File: config.mk
export PLATFORM = sky130hd
export DESIGN_NAME = frame_buf_flat
export DESIGN_NICKNAME = d
export VERILOG_FILES = /design/src/frame_pkg.sv /design/src/mem_pkg.sv /design/src/avl_if.sv /design/src/frame_buf.sv /design/src/flat_wrapper.sv
export SDC_FILE = /design/constraint.sdc
export NUM_CORES = 1
export LEC_CHECK = 0
export BUFFER_PORTS_ARGS = -buffer_cell sky130_fd_sc_hd__buf_2
export CAP_MARGIN = 20
export CORE_MARGIN = 1
export CORE_UTILIZATION = 45
export DETAILED_ROUTE_END_ITERATION = 6
export GPL_TIMING_DRIVEN = 1
export PLACE_DENSITY = 0.83
export SETUP_SLACK_MARGIN = 0.05
export SLEW_MARGIN = 10
export SYNTH_ARGS = -nofsm -noshare
export SYNTH_HDL_FRONTEND = slang
export SYNTH_SLANG_ARGS = --single-unit
File: constraint.sdc
create_clock -name clk_25_2m -period 3.61 [get_ports clk_25_2m]
set_clock_uncertainty 0.05 [all_clocks]
set_input_delay 0 -clock clk_25_2m [delete_from_list [all_inputs] [get_ports clk_25_2m]]
set_output_delay 0 -clock clk_25_2m [all_outputs]
set_load 0.03 [all_outputs]
File: src/frame_pkg.sv
`default_nettype none

// Frame geometry and sequencer types for a 640x480 frame of 24-bit pixels
package frame_pkg;

    localparam int frame_width  = 640;                        // Pixels per line
    localparam int frame_height = 480;                        // Lines per frame
    localparam int frame_words  = frame_width * frame_height; // One bus word per pixel
    localparam int pixel_width  = 24;                         // RGB888

    localparam int fb_addr_width = 19;                        // 2^19 covers 307200 words

    typedef logic [pixel_width-1:0]   pixel_t;
    typedef logic [fb_addr_width-1:0] fb_addr_t;

    // One bit wider than the address so the count can run past frame_words
    typedef logic [fb_addr_width:0]   fb_count_t;

    // Sequencer states
    typedef enum logic [1:0] {
        fb_idle,  // Waiting for a start strobe
        fb_write, // Filling the frame with the pattern
        fb_read   // Reading the frame back
    } fb_state_t;

endpackage

`default_nettype wire

File: src/mem_pkg.sv
`default_nettype none

// Memory bus widths and timing of the behavioral frame memory
package mem_pkg;

    localparam int mem_data_width = 32;             // Bus word, pixel in the low 24 bits

    typedef logic [mem_data_width-1:0] mem_word_t;

    // Cycles from reset release until the memory reports ready
    localparam int mem_init_cycles = 200;

    // Accepted read to rd_data_valid, in cycles
    localparam int mem_rd_latency = 3;

    // Ready drops for one cycle in every period, like a refresh slot
    localparam int mem_stall_period = 64;

endpackage

`default_nettype wire

File: src/avl_if.sv
`timescale 1ns/1ns
`default_nettype none

// Request/ready memory bus between the sequencer, the memory and the checker
interface avl_if;
    import frame_pkg::*;
    import mem_pkg::*;

    fb_addr_t  addr;          // Frame word address
    logic      write_req;     // Held until accepted
    logic      read_req;      // Never high together with write_req
    mem_word_t wr_data;       // Pixel in bits 23..0
    logic      ready;         // Request accepted when high with a request
    mem_word_t rd_data;       // Returned word
    logic      rd_data_valid; // One cycle per returned word

    // Sequencer side
    modport master (
        output addr, write_req, read_req, wr_data,
        input  ready
    );

    // Memory side
    modport slave (
        input  addr, write_req, read_req, wr_data,
        output ready, rd_data, rd_data_valid
    );

    // Read-back observer
    modport monitor (
        input rd_data, rd_data_valid
    );

endinterface

`default_nettype wire

File: src/frame_buf.sv
`timescale 1ns/1ns
`default_nettype none

// Frame address sequencer
// Steps one word address through the whole frame for a write pass or a read pass,
// advancing only on accepted bus requests
module frame_buf (
    input  wire logic              clk_25_2m,
    input  wire logic              reset,       // Synchronous, active low
    input  wire logic              start_write, // One-cycle strobe
    input  wire logic              start_read,  // One-cycle strobe
    input  wire logic              mem_ready,   // Memory init finished
    input  wire frame_pkg::pixel_t pattern,     // Written on every word
    avl_if.master                  bus,
    output logic                   rd_start,    // Pulse in the first read-pass cycle
    output logic                   busy,
    output logic                   full         // Sticky after a full write pass
);
    import frame_pkg::*;
    import mem_pkg::*;

    fb_state_t state;
    fb_addr_t  addr_cnt;  // Next word to request
    logic      accept;    // Request taken by the memory this cycle
    logic      last_addr; // Current word is the last of the frame

    // Bus drive comes straight from the state, the address stays put until accepted
    assign bus.write_req = (state == fb_write);
    assign bus.read_req  = (state == fb_read);
    assign bus.addr      = addr_cnt;
    assign bus.wr_data   = {{(mem_data_width - pixel_width){1'b0}}, pattern}; // Top byte zero

    assign accept    = (bus.write_req || bus.read_req) && bus.ready;
    assign last_addr = (addr_cnt == fb_addr_t'(frame_words - 1));

    assign busy = (state != fb_idle);

    always_ff @(posedge clk_25_2m) begin
        if (!reset) begin
            state    <= fb_idle;
            addr_cnt <= '0;
            full     <= 1'b0;
            rd_start <= 1'b0;
        end else begin
            rd_start <= 1'b0; // Default, pulse only

            case (state)
                fb_idle: begin
                    // Strobes only count once the memory is up
                    if (mem_ready) begin
                        if (start_write) begin
                            state    <= fb_write;
                            addr_cnt <= '0;
                        end else if (start_read) begin
                            state    <= fb_read;
                            addr_cnt <= '0;
                            rd_start <= 1'b1; // Checker clears its result
                        end
                    end
                end

                fb_write, fb_read: begin
                    // Back-pressure simply holds everything
                    if (accept) begin
                        if (last_addr) begin
                            state    <= fb_idle;
                            addr_cnt <= '0;
                            if (state == fb_write)
                                full <= 1'b1; // Stays set until reset
                        end else begin
                            addr_cnt <= addr_cnt + 1'b1;
                        end
                    end
                end

                default: state <= fb_idle;
            endcase
        end
    end

    // start_read seen during a pass falls into the pass branch and is dropped

endmodule

`default_nettype wire

File: src/flat_wrapper.sv
// flat-port wrapper written by rule: the top's interface ports become plain ports
module frame_buf_flat import frame_pkg::*; import mem_pkg::*;
  (clk_25_2m, reset, start_write, start_read, mem_ready, pattern, rd_start, busy, full, bus_addr, bus_write_req, bus_read_req, bus_wr_data, bus_ready);
  avl_if bus_i ();
  input  wire logic clk_25_2m;
  input  wire logic reset;
  input  wire logic start_write;
  input  wire logic start_read;
  input  wire logic mem_ready;
  input  wire frame_pkg::pixel_t pattern;
  output logic rd_start;
  output logic busy;
  output logic full;
  output wire logic [$bits(bus_i.addr)-1:0] bus_addr;
  output wire logic [$bits(bus_i.write_req)-1:0] bus_write_req;
  output wire logic [$bits(bus_i.read_req)-1:0] bus_read_req;
  output wire logic [$bits(bus_i.wr_data)-1:0] bus_wr_data;
  input wire logic [$bits(bus_i.ready)-1:0] bus_ready;
  assign bus_addr = bus_i.addr;
  assign bus_write_req = bus_i.write_req;
  assign bus_read_req = bus_i.read_req;
  assign bus_wr_data = bus_i.wr_data;
  assign bus_i.ready = bus_ready;
  frame_buf u_core (.clk_25_2m(clk_25_2m), .reset(reset), .start_write(start_write), .start_read(start_read), .mem_ready(mem_ready), .pattern(pattern), .bus(bus_i), .rd_start(rd_start), .busy(busy), .full(full));
endmodule
==> results of run 1 <==
cell usage in the layout, fill, tap and decap left out, drive strengths merged, types with 4 or more instances in the layout:
| master | instances |
|---|---|
| clkbuf | 4 |
| dfxtp | 23 |
| and3 | 4 |
| dlygate4sd3 | 27 |
| a21oi | 6 |
| nor3 | 4 |
| or3 | 9 |
| o211ai | 4 |
| conb | 8 |
| buf | 29 |
| or4 | 4 |
| nand3 | 21 |
| ha | 4 |
| inv | 4 |
| a31oi | 13 |
| nand4 | 5 |
| o21ai | 6 |
| nand2 | 19 |
kinds of logic (layout without fill, tap and decap cells):
group	Yosys count	after routing	synth area share, %
other	1	8	0.238
adder cells (fa/ha/maj)	4	4	3.17
flip-flops	23	23	29.2
AO/OA/AOI/OAI	36	36	15.1
multiplexers	3	3	1.98
buffers and inverters	48	65	21.3
AND/OR/NAND/NOR	82	82	28.9
metrics by stage:
step	util [%]	power, µW
5_1_grt	53.5	962
3_3_place_gp	44.6	717
6_report	53.5	909
3_5_place_dp	44.6	727
4_1_cts	53.5	904
2_1_floorplan	-	730
flip-flops by register name, indices dropped and copies added, names as in the netlist:
register         count
u_core.bus.addr     19
u_core.state         2
u_core.rd_start      1
u_core.full          1
synthesized netlist by cell type (4+ instances only):
cell,count
nand3_1,21
o21ai_0,6
dfxtp_1,23
nand4_1,4
inv_1,4
or3_1,9
nand2_1,19
or4_1,4
a31oi_1,13
ha_1,4
buf_4,33
nor3_1,4
a21oi_1,5
worst register-to-register path: cells and delay by family (launching register included):
kind | cells | cell delay [ps]
AOI/OAI and AO/OA | 3 | 680
buffers and inverters | 1 | 80
adders and majority gates | 1 | 470
and+or+nand+nor | 1 | 580
DFF | 1 | 390
muxes | 1 | 170
worst max-delay path by stage:
stage | from | to | slack [ps] | depth (start not counted)
detailed placement | u_core.state[1] | u_core.bus.addr[18] | 1200 | 7
CTS | u_core.state[1] | u_core.bus.addr[18] | 1160 | 7
finish | u_core.state[1] | u_core.bus.addr[18] | 1130 | 7
global placement | u_core.state[0] | u_core.bus.addr[18] | 1290 | 7
global route | u_core.state[1] | u_core.bus.addr[2] | 930 | 7
floorplan | u_core.bus.addr[0] | u_core.bus.addr[6] | 1520 | 8
routing by layer:
layer,vias to the layer above,wire [µm],GRT usage [%],share of wire [%]
met3,4,181,2.73,5.3
met5,-,0,0,0
met2,66,1690,33.9,50
met4,0,46,9.74,1.3
met1,673,1490,23.4,44
li1,729,-,-,-
area by class of cell:
class                      instances  area share, %
timing repair buffer              56           23.3
tap                               46           3.22
inverter                           5           1.05
multi-input combinational        133           45.2
sequential                        23           25.8
clock buffer                       4           1.47
power groups by stage:
| stage | registers, µW | clock network, µW | logic [µW] |
|---|---|---|---|
| after floorplan | 297 | 0 | 433 |
| after global placement | 288 | 0 | 429 |
| after detailed placement | 289 | 0 | 437 |
| after CTS | 284 | 126 | 493 |
| after global routing | 286 | 137 | 539 |
| final | 284 | 127 | 498 |
==> results.cfg, run 1 <==
[timing]
finalCriticalPeriod_ps = 2480
min_period_over_period_pct = 68.8
setup_viol = 0
whs_ps = 19.1
setup_ws_ps = 1130
fmax_ghz = 0.403
tns_ps = 0
tightest_slew_ps = 609
slew_headroom_pct = 59.3
rsz0062_at_grt = no
hold_viol_final = 0
maxSlewViolCount = 0

[synth]
synth_area_mm2 = 0.00158
synth_top_area_cell = dfxtp_1
ys_async_sr_fraction_pct = 0
synth_cell_types = 41
ys_ff_latch = 23
syn_avg_cell_area_um2 = 8.01
yosysWarnings = 0
synth_edf_count = 0
synthCells = 197
synth_area_leaders = dfxtp_1, buf_4, nand3_1
seq_area_frac_synth_pct = 29.2
netlist.area_leader.share_pct = 29.2
yosys_most_used_dff = dfxtp_1

[setup_path]
max_stage_delay_ps = 570
reg2reg_depth = 7
crit_path_top_delay_cell = or4_1
reg2reg_slack_ps = 1130
criticalPathCategory = flop to flop
crit_family = compound AO/OA/AOI/OAI gates
worstPathRequired_ps = 3810
reg2reg_to = u_core.bus.addr[18]
crit_fanout = 16
cp_data_arrival_time_ps = 2680
crit_buf_inv = 1
crit_chain = inv_1 -> ha_1 -> mux2i_1 -> a21oi_2 -> o211ai_2 -> or4_1 -> a31oi_1
start_kind = flop
cp-end-kind = flop
timing.rr.start = u_core.state[1]

[clock_tree]
cts_setup_buffers = 0
cts_tree = built
clock_sinks = 23
ctsResizeCount = 0
clk_path_buf_depth = 2
root_buffer = clkbuf_4
ctsHoldBuffers = 27
clkTransAtPathRegs_ps = 130
clk_latency_ps = 320
htreeDepth = 1
cts_buffers = 3

[floorplanning]
core_mm2 = 0.00334
pin_count = 86
die_area_mm2 = 0.00375
row_count = 21
fp.dieW_um = 61.2
start_util_pct = 47.3
die_y_um = 61.2

[place]
numPortBuffers = 29
dp_hpwl_mm = 2.25
dp.cells = 236
placed_area_mm2 = 0.00149
dp_slack_ps = 1200
gp_congestion = 0.841

[final_layout]
nFillCells = 319
stdcell_count = 267
multiInputGateArea_um2 = 807
final_cell_area_mm2 = 0.00179
diodes = 0
fin_nets = 256
regArea_um2 = 460
syn_to_final_growth_pct = 13.2
drive_gt1_share_pct = 18.1

[pwr]
pwr_density_cell_mw_per_mm2 = 509
ir_drop_uv = 359
power_switching_share_pct = 51.0
seq_power_share_pct = 31.3
switchingPower_uw = 464
cellInternalPower_uw = 446
p_clk_share_pct = 14.0
p_comb_share_pct = 54.8
leakage_uw = 0.000701

[grt]
grt_use_total_pct = 19.5
antenna_found_initial = 0
grt_pass1_vias = 1244
grt.overflow.total = 0
grt_max_degree = 19
grt_pass1_wl_mm = 5.44

[drt]
route.detailed.drc = 0
viasPerCell = 5.51
drt_first_iter_violations = 80
first_pass_iters = 5
wl_mm = 3.41
vias = 1472
drtAntennaViolNets = 0
wl_per_cell_um = 12.8

[flow_run]
cap_viol_max_count = 0

[hold_path]
whs_endpoint = u_core.full
hold_depth = 5
min_from = bus_ready
hp-class = input port to flop

[run_status]
status = finished clean
No activity file was read; power rests on OpenSTA's default activity.
==> inputs of run 2 (changes only) <==
--- a/config.mk
+++ b/config.mk
@@ -5,13 +5,14 @@
 export SDC_FILE = /design/constraint.sdc
 export NUM_CORES = 1
 export LEC_CHECK = 0
+export ABC_AREA = 1
 export BUFFER_PORTS_ARGS = -buffer_cell sky130_fd_sc_hd__buf_2
 export CAP_MARGIN = 20
 export CORE_MARGIN = 1
-export CORE_UTILIZATION = 45
+export CORE_UTILIZATION = 44
 export DETAILED_ROUTE_END_ITERATION = 6
 export GPL_TIMING_DRIVEN = 1
-export PLACE_DENSITY = 0.83
+export PLACE_DENSITY = 0.82
 export SETUP_SLACK_MARGIN = 0.05
 export SLEW_MARGIN = 10
 export SYNTH_ARGS = -nofsm -noshare
==> constraint.sdc (replaced) <==
create_clock -name clk_25_2m -period 2.55 [get_ports clk_25_2m]
set_clock_uncertainty 0.05 [all_clocks]
set_input_delay 0 -clock clk_25_2m [delete_from_list [all_inputs] [get_ports clk_25_2m]]
set_output_delay 0 -clock clk_25_2m [all_outputs]
set_load 0.03 [all_outputs]
==> run 2 against run 1 <==
  * Via count shrank 3.7%
  * Critical path type unchanged
  * Highest routed layer unchanged
  * Area after synthesis down 3.1%
  * Wire length down 13%
  * Critical endpoint is now u_core.rd_start
  * Register-to-register slack got worse by 850 ps
  * Synthesized cell count increased by 12%
==> results.cfg, run 2 <==
[run_status]
status = finished clean

[final_layout]
nFillCells = 332
syn_to_final_growth_pct = 20.0
drive_gt1_share_pct = 18.6
finish.utilization_pct = 55.0
fin_nets = 293
diodes = 0
final_cell_mix = nand2_1, nor2_1, dlygate4sd3_1
layout_commonest_cell = nand2_1
largest_reg_flops = 19

[synth]
synth_mux_area_share_pct = 0
yosysWarnings = 0
synth_top_area_cell = dfxtp_1
synth_compound_area_share_pct = 4.17
yosys_most_used_dff = dfxtp_1
syn_avg_cell_area_um2 = 6.92
synth-xor-area-share_pct = 5.16
synthAdderAreaFrac_pct = 3.27
synthTopCellsByCount = nand2_1, nor2_1, buf_4, inv_1, dfxtp_1
synth_area_mm2 = 0.00153
yosysMostFrequentCell = nand2_1
yosys.area_share.simple_pct = 33.0
synthCells = 221
seq_area_frac_synth_pct = 30.1
synth_edf_count = 0
ys_async_sr_fraction_pct = 0
synth_cell_types = 25
ys_ff_latch = 23
netlist.area_leader.share_pct = 30.1
synth_top_family_by_area = simple AND/OR/NAND/NOR gates
synth_area_leaders = dfxtp_1, buf_4, nand2_1

[drt]
route.detailed.drc = 0
wl_per_cell_um = 9.80
viasPerCell = 4.66
drtAntennaViolNets = 0
vias = 1418
wl_mm = 2.98
first_pass_iters = 4
drt_first_iter_violations = 22

[hold_path]
min_from = mem_ready
whs_endpoint = u_core.state[0]
hp-class = input port to flop
hold_depth = 6

[grt]
grt_max_degree = 18
grt_pass1_vias = 1068
grt.overflow.total = 0
grt_pass1_wl_mm = 4.56
grt_use_total_pct = 16.3
antenna_found_initial = 0

[setup_path]
max_stage_delay_ps = 560
crit_fanout = 6
crit_path_top_delay_cell = dlygate4sd3_1
crit_chain = inv_1 -> ha_2 -> inv_1 -> nor2_1 -> nand2_1 -> dlygate4sd3_1 -> nor3_1 -> dlygate4sd3_1
worstPathRequired_ps = 2760
start_kind = flop
reg2reg_depth = 8
timing.rr.start = u_core.state[1]
reg2reg_slack_ps = 280
criticalPathCategory = flop to flop
cp-end-kind = flop
reg2reg_to = u_core.rd_start
cp_data_arrival_time_ps = 2480

[timing]
fmax_ghz = 0.441
finalCriticalPeriod_ps = 2270
hold_viol_final = 0
rsz0062_at_grt = no
setup_viol = 0
maxSlewViolCount = 0
tns_ps = 0
min_period_over_period_pct = 89.0

[clock_tree]
htreeDepth = 1
cts_tree = built
clock_sinks = 23
clk_path_buf_depth = 2
clk_latency_ps = 310
clkTransAtPathRegs_ps = 130
root_buffer = clkbuf_4
cts_setup_buffers = 0
cts_buffers = 3

[place]
gp_congestion = 0.874
numPortBuffers = 29
dp_hpwl_mm = 2.10

[pwr]
ir_drop_uv = 613
pwr_density_cell_mw_per_mm2 = 680
leakage_uw = 0.000857

[floorplanning]
fp.dieW_um = 61.0
pin_count = 86
die_area_mm2 = 0.00371
core_mm2 = 0.00334
start_util_pct = 45.8
die_y_um = 61.0
row_count = 21

[flow_run]
cap_viol_max_count = 0
-- run 2: layout make-up --
cell class / instances / area (µm²) / share of cell area, %
clock inverter: 1 / 5.00 / 0.273
timing repair buffer: 60 / 455 / 24.8
inverter: 28 / 105 / 5.73
sequential: 23 / 460 / 25.1
clock buffer: 3 / 22.5 / 1.23
tap: 46 / 57.6 / 3.14
multi-input combinational: 143 / 729 / 39.7
-- run 2: metal layers --
layer	GRT usage (%)	share of wire [%]	up-vias
met5	0	0	-
met4	3.90	0.64	0
met3	2.56	5.1	2
met2	28.7	49	49
met1	20.9	45	647
li1	-	-	720
-- run 2: worst max-delay path: cells and delay by family (launching register included) --
kind | cells | cell delay, ps
flops | 1 | 340
simple gates | 3 | 310
buf+inv | 4 | 1280
fa+ha+maj | 1 | 250
-- run 2: cells by family (layout without fill, tap and decap cells) --
family | count (synthesis) | count (layout)
and+or+nand+nor | 111 | 111
other | 1 | 8
buffers and inverters | 62 | 92
xor gates and xnor gates | 9 | 9
adders and majority gates | 4 | 4
AOI/OAI and AO/OA | 11 | 11
DFF | 23 | 23
-- run 2: how the worst max path moves through the flow --
stage | startpoint | cells after the start | slack [ps] | end
6_report | u_core.state[1] | 8 | 280 | u_core.rd_start
5_1_grt | u_core.bus.addr[0] | 12 | 100 | u_core.state[1]
4_1_cts | u_core.state[1] | 8 | 240 | u_core.rd_start
3_5_place_dp | u_core.state[0] | 10 | 540 | u_core.bus.addr[17]
3_3_place_gp | u_core.state[0] | 10 | 620 | u_core.bus.addr[17]
2_1_floorplan | u_core.bus.addr[0] | 11 | 760 | u_core.bus.addr[13]
-- run 2: stage by stage --
step | setup slack, ps | power [µW] | cells | hold WS (ps) | area (µm²)
after global placement | 623 | 966 | 269 | -49.8 | 1500
final | 280 | 1250 | 304 | 248 | 1840
after global routing | 99.9 | 1350 | 304 | 288 | 1840
after CTS | 235 | 1250 | 304 | 229 | 1830
after detailed placement | 536 | 983 | 269 | -49.8 | 1500
after floorplan | 761 | 991 | 228 | 70.5 | 1560
-- run 2: repair_timing --
item,4_1_cts,5_1_grt
hold buffers,31,0
endpoints found under the hold margin,30,0
endpoints found under the setup margin,0,1
gates resized for setup,0,1
-- run 2: power breakdown --
part	switching [µW]	leakage (µW)	internal, µW	total (µW)
Combinational	467	0.000654	210	678
Sequential	18.7	0.000186	383	402
Clock	111	0.0000177	58.5	170
